--- src/common/alu_defs.svh ---
`ifndef ALU_DEFS_SVH
`define ALU_DEFS_SVH

// Operand and result width
`define ALU_DATA_W 32

// Opcode field width in the command register
`define ALU_OP_W 5

// Word address width on the Wishbone side
// Covers OPA, OPB, CMD, STATUS and RESULT
`define WB_ADR_W 3

// Bits of the status word that carry flags
// Upper bits read back as zero
`define ALU_STAT_W 4

`endif
--- src/common/wb_regs_pkg.sv ---
`include "alu_defs.svh"

package wb_regs_pkg;

    // Word addresses of the register map
    typedef enum logic [`WB_ADR_W-1:0] {
        // Operands, read and write
        REG_OPA    = 3'd0,
        REG_OPB    = 3'd1,
        // Write starts an operation, read gives last opcode
        REG_CMD    = 3'd2,
        // Flags, read only
        REG_STATUS = 3'd3,
        // Last result, read only
        REG_RESULT = 3'd4
    } wb_reg_e;

    // Bit positions in the status word
    localparam int STAT_DONE    = 0;
    localparam int STAT_ILLEGAL = 1;
    localparam int STAT_ZERO    = 2;
    localparam int STAT_BUSY    = 3;

endpackage

--- src/common/alu_op_pkg.sv ---
`include "alu_defs.svh"

package alu_op_pkg;

    // Opcode numbers seen by the ALU
    // Logic codes keep the numbering of the older logic unit
    typedef enum logic [`ALU_OP_W-1:0] {
        // Arithmetic group
        OP_ADD  = 5'd0,
        OP_SUB  = 5'd1,
        // Signed compare
        OP_SLT  = 5'd2,
        // Unsigned compare
        OP_SLTU = 5'd3,
        // Logic group
        OP_XOR  = 5'd11,
        OP_OR   = 5'd14,
        OP_AND  = 5'd15
    } alu_op_e;

    // State of the single ALU stage
    // Busy while a result sits in the output register
    typedef enum logic {
        STAGE_IDLE = 1'b0,
        STAGE_BUSY = 1'b1
    } alu_stage_e;

endpackage

--- src/common/alu_if.sv ---
`timescale 1ns/1ns

`include "alu_defs.svh"

// Request from the register block to the ALU core
interface alu_req_if;
    // Single-cycle start pulse, no backpressure
    logic                   valid;
    // Raw opcode, may hold an unknown code
    logic [`ALU_OP_W-1:0]   op;
    logic [`ALU_DATA_W-1:0] dat1;
    logic [`ALU_DATA_W-1:0] dat2;

    modport src (output valid, output op, output dat1, output dat2);
    modport dst (input valid, input op, input dat1, input dat2);
endinterface

// Response from the ALU core to the result buffer
interface alu_rsp_if;
    // Single-cycle pulse, one per request
    logic                   valid;
    logic [`ALU_DATA_W-1:0] result;
    // Opcode was not recognised
    logic                   illegal;

    modport src (output valid, output result, output illegal);
    modport dst (input valid, input result, input illegal);
endinterface

--- src/alu_top.sv ---
`timescale 1ns/1ns

`include "alu_defs.svh"

module alu_top (
    input  logic                   soc_clk,
    input  logic                   arst_n,
    // Wishbone classic slave port
    input  logic                   wb_cyc,
    input  logic                   wb_stb,
    input  logic                   wb_we,
    input  logic [`WB_ADR_W-1:0]   wb_adr,
    input  logic [`ALU_DATA_W-1:0] wb_dat_w,
    output logic [`ALU_DATA_W-1:0] wb_dat_r,
    output logic                   wb_ack
);

    logic [`ALU_DATA_W-1:0] result;
    logic                   done;
    logic                   illegal;
    logic                   zero;
    logic                   busy;

    alu_req_if req_if ();
    alu_rsp_if rsp_if ();

    // Input side
    wb_alu_regs u_regs (
        .soc_clk (soc_clk),
        .arst_n  (arst_n),
        .cyc     (wb_cyc),
        .stb     (wb_stb),
        .we      (wb_we),
        .adr     (wb_adr),
        .dat_w   (wb_dat_w),
        .dat_r   (wb_dat_r),
        .ack     (wb_ack),
        .result  (result),
        .done    (done),
        .illegal (illegal),
        .zero    (zero),
        .busy    (busy),
        .req     (req_if.src)
    );

    // Processing part
    alu_core u_core (
        .soc_clk (soc_clk),
        .arst_n  (arst_n),
        .req     (req_if.dst),
        .rsp     (rsp_if.src),
        .busy    (busy)
    );

    // Output side, cleared by the same start pulse
    result_buf u_rbuf (
        .soc_clk (soc_clk),
        .arst_n  (arst_n),
        .rsp     (rsp_if.dst),
        .clear   (req_if.valid),
        .result  (result),
        .done    (done),
        .illegal (illegal),
        .zero    (zero)
    );

endmodule

--- src/result_buf.sv ---
`timescale 1ns/1ns

`include "alu_defs.svh"

module result_buf (
    input  logic                   soc_clk,
    input  logic                   arst_n,
    alu_rsp_if.dst                 rsp,
    // Command issue pulse
    input  logic                   clear,
    output logic [`ALU_DATA_W-1:0] result,
    output logic                   done,
    output logic                   illegal,
    output logic                   zero
);

    always_ff @(posedge soc_clk or negedge arst_n) begin
        if (!arst_n) begin
            result  <= '0;
            done    <= 1'b0;
            illegal <= 1'b0;
            zero    <= 1'b0;
        end else begin
            // Latest response always wins
            if (rsp.valid) begin
                result <= rsp.result;
                zero   <= (rsp.result == '0);
                // Sticky until a legal opcode completes
                illegal <= rsp.illegal;
            end
            // New command pending, its result is not here yet
            if (clear) begin
                done <= 1'b0;
            end else if (rsp.valid) begin
                done <= 1'b1;
            end
        end
    end

endmodule

--- src/wb_alu_regs.sv ---
`timescale 1ns/1ns

`include "alu_defs.svh"

module wb_alu_regs (
    input  logic                   soc_clk,
    input  logic                   arst_n,
    // Wishbone classic slave
    input  logic                   cyc,
    input  logic                   stb,
    input  logic                   we,
    input  logic [`WB_ADR_W-1:0]   adr,
    input  logic [`ALU_DATA_W-1:0] dat_w,
    output logic [`ALU_DATA_W-1:0] dat_r,
    output logic                   ack,
    // Read-only group from the result buffer
    input  logic [`ALU_DATA_W-1:0] result,
    input  logic                   done,
    input  logic                   illegal,
    input  logic                   zero,
    input  logic                   busy,
    alu_req_if.src                 req
);

    logic                   bus_req;
    logic                   wr_en;
    logic [`ALU_DATA_W-1:0] opa_q;
    logic [`ALU_DATA_W-1:0] opb_q;
    logic [`ALU_OP_W-1:0]   cmd_q;
    logic [`ALU_STAT_W-1:0] status;

    // Request seen and not yet acknowledged
    assign bus_req = cyc & stb & ~ack;
    // Writes land on the same edge that raises ack
    assign wr_en = bus_req & we;

    always_ff @(posedge soc_clk or negedge arst_n) begin
        if (!arst_n) begin
            ack       <= 1'b0;
            req.valid <= 1'b0;
            opa_q     <= '0;
            opb_q     <= '0;
            cmd_q     <= '0;
        end else begin
            // One-cycle ack, drops after a single high cycle
            ack <= bus_req;
            // Start pulse for a CMD write
            req.valid <= wr_en && (adr == wb_regs_pkg::REG_CMD);
            if (wr_en) begin
                case (wb_regs_pkg::wb_reg_e'(adr))
                    wb_regs_pkg::REG_OPA: opa_q <= dat_w;
                    wb_regs_pkg::REG_OPB: opb_q <= dat_w;
                    wb_regs_pkg::REG_CMD: cmd_q <= dat_w[`ALU_OP_W-1:0];
                    // Status and result ignore writes
                    default: ;
                endcase
            end
        end
    end

    // Operands and opcode held stable for the core
    assign req.op   = cmd_q;
    assign req.dat1 = opa_q;
    assign req.dat2 = opb_q;

    // Flag bits at their map positions
    always_comb begin
        status                            = '0;
        status[wb_regs_pkg::STAT_DONE]    = done;
        status[wb_regs_pkg::STAT_ILLEGAL] = illegal;
        status[wb_regs_pkg::STAT_ZERO]    = zero;
        status[wb_regs_pkg::STAT_BUSY]    = busy;
    end

    // Read mux, valid while ack is high
    always_comb begin
        case (wb_regs_pkg::wb_reg_e'(adr))
            wb_regs_pkg::REG_OPA:    dat_r = opa_q;
            wb_regs_pkg::REG_OPB:    dat_r = opb_q;
            wb_regs_pkg::REG_CMD:    dat_r = {{(`ALU_DATA_W-`ALU_OP_W){1'b0}}, cmd_q};
            wb_regs_pkg::REG_STATUS: dat_r = {{(`ALU_DATA_W-`ALU_STAT_W){1'b0}}, status};
            wb_regs_pkg::REG_RESULT: dat_r = result;
            // Unmapped words read as zero
            default:                 dat_r = '0;
        endcase
    end

endmodule

--- src/alu/alu_core.sv ---
`timescale 1ns/1ns

`include "alu_defs.svh"

module alu_core (
    input  logic   soc_clk,
    input  logic   arst_n,
    alu_req_if.dst req,
    alu_rsp_if.src rsp,
    output logic   busy
);

    alu_op_pkg::alu_op_e    op;
    alu_op_pkg::alu_stage_e stage;
    logic [`ALU_DATA_W-1:0] logic_out;
    logic [`ALU_DATA_W-1:0] arith_out;
    logic [`ALU_DATA_W-1:0] sel_result;
    logic                   sel_illegal;
    logic [`ALU_DATA_W-1:0] result_q;
    logic                   illegal_q;

    // Raw code taken as an opcode, unknown values pass through
    assign op = alu_op_pkg::alu_op_e'(req.op);

    logic_op u_logic_op (
        .dat1      (req.dat1),
        .dat2      (req.dat2),
        .op        (op),
        .logic_out (logic_out)
    );

    arith_op u_arith_op (
        .dat1      (req.dat1),
        .dat2      (req.dat2),
        .op        (op),
        .arith_out (arith_out)
    );

    // Unit select, unknown codes give zero and flag illegal
    always_comb begin
        sel_result  = '0;
        sel_illegal = 1'b0;
        case (op)
            alu_op_pkg::OP_ADD,
            alu_op_pkg::OP_SUB,
            alu_op_pkg::OP_SLT,
            alu_op_pkg::OP_SLTU: sel_result = arith_out;
            alu_op_pkg::OP_XOR,
            alu_op_pkg::OP_OR,
            alu_op_pkg::OP_AND:  sel_result = logic_out;
            default:             sel_illegal = 1'b1;
        endcase
    end

    // One registered stage, new request accepted every cycle
    always_ff @(posedge soc_clk or negedge arst_n) begin
        if (!arst_n) begin
            stage     <= alu_op_pkg::STAGE_IDLE;
            result_q  <= '0;
            illegal_q <= 1'b0;
        end else begin
            stage <= req.valid ? alu_op_pkg::STAGE_BUSY : alu_op_pkg::STAGE_IDLE;
            if (req.valid) begin
                result_q  <= sel_result;
                illegal_q <= sel_illegal;
            end
        end
    end

    // Busy stage means a fresh result on the output
    assign rsp.valid   = (stage == alu_op_pkg::STAGE_BUSY);
    assign rsp.result  = result_q;
    assign rsp.illegal = illegal_q;
    assign busy        = (stage == alu_op_pkg::STAGE_BUSY);

endmodule

--- src/alu/arith_op.sv ---
`timescale 1ns/1ns

`include "alu_defs.svh"

module arith_op (
    input  logic [`ALU_DATA_W-1:0] dat1,
    input  logic [`ALU_DATA_W-1:0] dat2,
    input  alu_op_pkg::alu_op_e    op,
    output logic [`ALU_DATA_W-1:0] arith_out
);

    logic                   sub;
    logic [`ALU_DATA_W-1:0] b_opnd;
    logic [`ALU_DATA_W-1:0] sum;
    logic                   carry;
    logic                   lt_s;
    logic                   lt_u;

    // Everything except ADD runs the adder as a subtractor
    assign sub    = (op != alu_op_pkg::OP_ADD);
    assign b_opnd = sub ? ~dat2 : dat2;

    // Shared adder, carry in completes the two's complement
    assign {carry, sum} = {1'b0, dat1} + {1'b0, b_opnd} + {{`ALU_DATA_W{1'b0}}, sub};

    // Unsigned borrow when no carry out
    assign lt_u = ~carry;

    // Signs differ, the negative one is smaller
    // Same sign, the difference cannot overflow
    assign lt_s = (dat1[`ALU_DATA_W-1] ^ dat2[`ALU_DATA_W-1]) ?
                  dat1[`ALU_DATA_W-1] : sum[`ALU_DATA_W-1];

    always_comb begin
        arith_out = '0;
        case (op)
            alu_op_pkg::OP_ADD,
            alu_op_pkg::OP_SUB:  arith_out = sum;
            // Compare results sit in bit 0
            alu_op_pkg::OP_SLT:  arith_out = {{(`ALU_DATA_W-1){1'b0}}, lt_s};
            alu_op_pkg::OP_SLTU: arith_out = {{(`ALU_DATA_W-1){1'b0}}, lt_u};
            default:             arith_out = '0;
        endcase
    end

endmodule

--- src/alu/logic_op.sv ---
`timescale 1ns/1ns

`include "alu_defs.svh"

module logic_op (
    input  logic [`ALU_DATA_W-1:0] dat1,
    input  logic [`ALU_DATA_W-1:0] dat2,
    input  alu_op_pkg::alu_op_e    op,
    output logic [`ALU_DATA_W-1:0] logic_out
);

    // Bitwise unit, codes 11, 14 and 15
    always_comb begin
        // Zero unless a logic code matches
        logic_out = '0;
        case (op)
            // XOR
            alu_op_pkg::OP_XOR: logic_out = dat1 ^ dat2;
            // OR
            alu_op_pkg::OP_OR:  logic_out = dat1 | dat2;
            // AND
            alu_op_pkg::OP_AND: logic_out = dat1 & dat2;
            // Arithmetic and unknown codes
            default:            logic_out = '0;
        endcase
    end

endmodule

--- config.mk ---
export PLATFORM = sky130hd
export DESIGN_NAME = alu_top
export DESIGN_NICKNAME = d
export VERILOG_FILES = /design/src/common/wb_regs_pkg.sv /design/src/common/alu_op_pkg.sv /design/src/common/alu_if.sv /design/src/alu_top.sv /design/src/result_buf.sv /design/src/wb_alu_regs.sv /design/src/alu/alu_core.sv /design/src/alu/arith_op.sv /design/src/alu/logic_op.sv
export VERILOG_INCLUDE_DIRS = /design/src /design/src/common
export SDC_FILE = /design/constraint.sdc
export NUM_CORES = 1
export LEC_CHECK = 0
export BUFFER_PORTS_ARGS = -buffer_cell sky130_fd_sc_hd__buf_2
export CORE_UTILIZATION = 55
export CTS_CLUSTER_SIZE = 30
export DETAILED_ROUTE_END_ITERATION = 16
export GPL_TIMING_DRIVEN = 0
export PLACE_DENSITY = 0.76
export SKIP_LAST_GASP = 1
export SYNTH_ARGS = -nofsm -noshare
export SYNTH_HDL_FRONTEND = slang
export SYNTH_HIERARCHICAL = 1
export SYNTH_SLANG_ARGS = --single-unit
--- constraint.sdc ---
create_clock -name soc_clk -period 6.7 [get_ports soc_clk]
set_clock_uncertainty 0.2 [all_clocks]
set_input_delay 0.67 -clock soc_clk [delete_from_list [all_inputs] [get_ports soc_clk]]
set_output_delay 0.67 -clock soc_clk [all_outputs]
set_load 0.1 [all_outputs]
==> reports/metrics.cfg <==
[critical_path]
crit_chain=nor3_1 > nand2b_1 > clkbuf_1 > nor2_1 > buf_1 > xnor2_1 > ha_1 > a2111oi_0 > o21ai_1 > a31oi_1 > or4_1 > a211o_1 > a211oi_2 > or3_1 > a31o_1 > a221o_1
arrival_ps=6160
slowest_delay_ps=850
crit_fanout=10
worstSetupEndpointType=register
slowest_stage=buf_1
path_buf_inv=2
path_class=reg2reg
required_ps=6820
cp_top_family=compound AO/OA/AOI/OAI gates
start_kind=register

[cells_and_area]
final_nets=1348
final-seq-area_um2=3503
fill_cells=1627
diodes=0
multi_input_area_um2=6704
post-route-util=0.6309
syn_to_final_growth_pct=12.20
drive_gt1_frac=0.2533

[place]
portBuffers=70
hpwlAfterDp_um=23070
post-place-ws_ps=808.6
gp_congestion=0.9752

[logic_synthesis]
ys_seq_elements=140
synth_flop_cell=dfrtp_1
ys_seq_area_frac=0.3201
syn_inst=1122
synthTopCellsByCount=140 x dfrtp_1, 103 x a21oi_1, 95 x ha_1, 76 x nor2_1, 75 x mux2_2
netlist.top_cell.by_area=dfrtp_1
synth.cell_area_um2=10940
synthArstFlopShare=1.000
netlist.area_leader.share=0.3201
synth.area.top_cells=dfrtp_1 32%, ha_1 11%, mux2_2 7.7%, a21oi_1 4.7%, mux2_4 4.1%
synth.distinct_cells=76
synth_nets=1258
avgSynthCellArea_um2=9.754
synth_edf_count=0
synth_most_common_cell=dfrtp_1
yosysWarnings=6

[sta]
drv_slew=0
hold_viol=0
final.period_utilization=0.9016
tns_ps=0
finalSetupViolCount=0
rsz0062_at_grt=no
maxSlewHeadroom=0.2515
fin_crit_ps=6041
fmax_ghz=0.1655
worst_pin_slew_ps=1123
setup_ws_ps=659.1

[grt]
grt.total_usage=0.3306
grt_overflow=0
grt.busiest_layer=met2
grt_start_max_net_pins=72
grt_pass1_vias=8892
grt.met2_usage=0.5199
antenna_found_initial=1
grt_pass1_wl_um=50150
grtUsageMet3=0.04728
met1_usage=0.4500

[floorplanning]
initial_core_util=0.5623
pin_count=73
chipWidth_um=143.1
rows=51
die_y_um=143.1
dieArea_um2=20470
design.core.area_um2=19460

[detailed_routing]
vias=9184
dr.first_iter.drc_count=777
drtPass1Iterations=6
viasPerCell=6.168
wl_um=32490
wl_per_cell_um=21.82
ant_nets=0
drc_errors=0

[power_and_ir_drop]
peakVddDrop_uv=197.3
p_per_area_nw_per_um2=346.1
leakage_nw=5.944

[clocking]
path_clk_slew_ps=60
cts_inserted_buffers=17
cts_setup_buffers=0
h-tree-depth=4
cts_tree=done
root_buffer=clkbuf_16
holdBufCountCts=0
clk_latency_ps=430
cts_sinks=140
cts_resized=0
ctsLongestPathBuffers=2

[hold_path]
hold_path.class=in2async

[flow_run]
cap_viol_max_count=0

[run_status]
status=finished clean

-- report_power, final --
group,internal (mW),switching (mW),leakage (nW)
Clock,0.624,0.376,0.295
Sequential,0.989,0.206,1.87
Combinational,0.820,1.23,3.78
Total,2.43,1.82,5.94
-- registers in the layout, summed over array words and instances (netlist names), 5 cells and up --
register and flops:
u_regs/req.dat2 32, u_regs/req.op 5, u_core/rsp.result 32, u_rbuf/result 32, u_regs/req.dat1 32
-- layer usage --
layer / up-vias / wire length, µm
met1: 4561 / 14300
met3: 71 / 2251
li1: 4161 / -
met4: 0 / 1092
met2: 391 / 14840
met5: - / 0
-- kinds of logic after synthesis --
logic type      synth area share
xor+xnor                 0.04241
fa+ha+maj                 0.1104
flops                     0.3201
mux                       0.1476
simple gates              0.1460
buf+inv                  0.06734
compound gates            0.1661
-- area by class of cell --
class	instances	share of cell area
Clock inverter	9	0.01100
Buffer	73	0.03831
Tap cell	265	0.02700
Clock buffer	22	0.03943
Inverter	71	0.02170
Multi-Input combinational cell	838	0.5460
Timing Repair Buffer	71	0.03128
Sequential cell	140	0.2853
-- worst paths after layout --
| kind | start | endpoint | slack (ps) | depth (start not counted) |
|---|---|---|---|---|
| min | arst_n | u_rbuf/result[25]$_DFFE_PN0P_ | 40 | 1 |
| min reg2reg | u_regs/ack$_DFF_PN0_ | u_regs/ack$_DFF_PN0_ | 250 | 1 |
| min in group soc_clk | u_regs/ack$_DFF_PN0_ | u_regs/ack$_DFF_PN0_ | 250 | 1 |
| max in group asynchronous | arst_n | u_core/rsp.result[8]$_DFFE_PN0P_ | 5480 | 2 |
| max reg2reg | u_regs/req.op[3]$_DFFE_PN0P_ | u_core/rsp.result[0]$_DFFE_PN0P_ | 660 | 16 |
| max | u_regs/req.op[3]$_DFFE_PN0P_ | u_core/rsp.result[0]$_DFFE_PN0P_ | 660 | 16 |
-- cells in the final DEF (no fill, tap or decap), types with 7 or more instances in the layout --
master,count
mux2_2,75
nand3_1,25
buf_2,86
clkbuf_1,22
xnor2_1,43
a221o_1,33
xor2_1,10
nand2_1,54
nand2b_1,7
o21ai_0,20
buf_6,17
inv_1,71
buf_4,12
ha_1,95
nand4_1,9
mux2_4,30
clkbuf_16,17
a21o_1,19
mux2i_1,32
and3_1,7
a211oi_1,7
o2bb2ai_2,10
dfrtp_1,140
o22ai_1,17
or2_2,28
nor2b_1,33
nor2_1,76
nor4_1,7
a21oi_1,103
nor3_1,10
-- per-stage QoR --
stage          cell area, µm²  hold WS [ps]  power [mW]  instances
6_report                12280         38.25       4.249       1489
5_1_grt                 12280         90.23       4.493       1489
4_1_cts                 12280         62.46       4.213       1489
3_5_place_dp            11660         240.7       3.187       1458
3_3_place_gp            11630         229.2       3.143       1457
2_1_floorplan           10940         174.4       2.685       1122
Power figures use the tool's default switching activity.
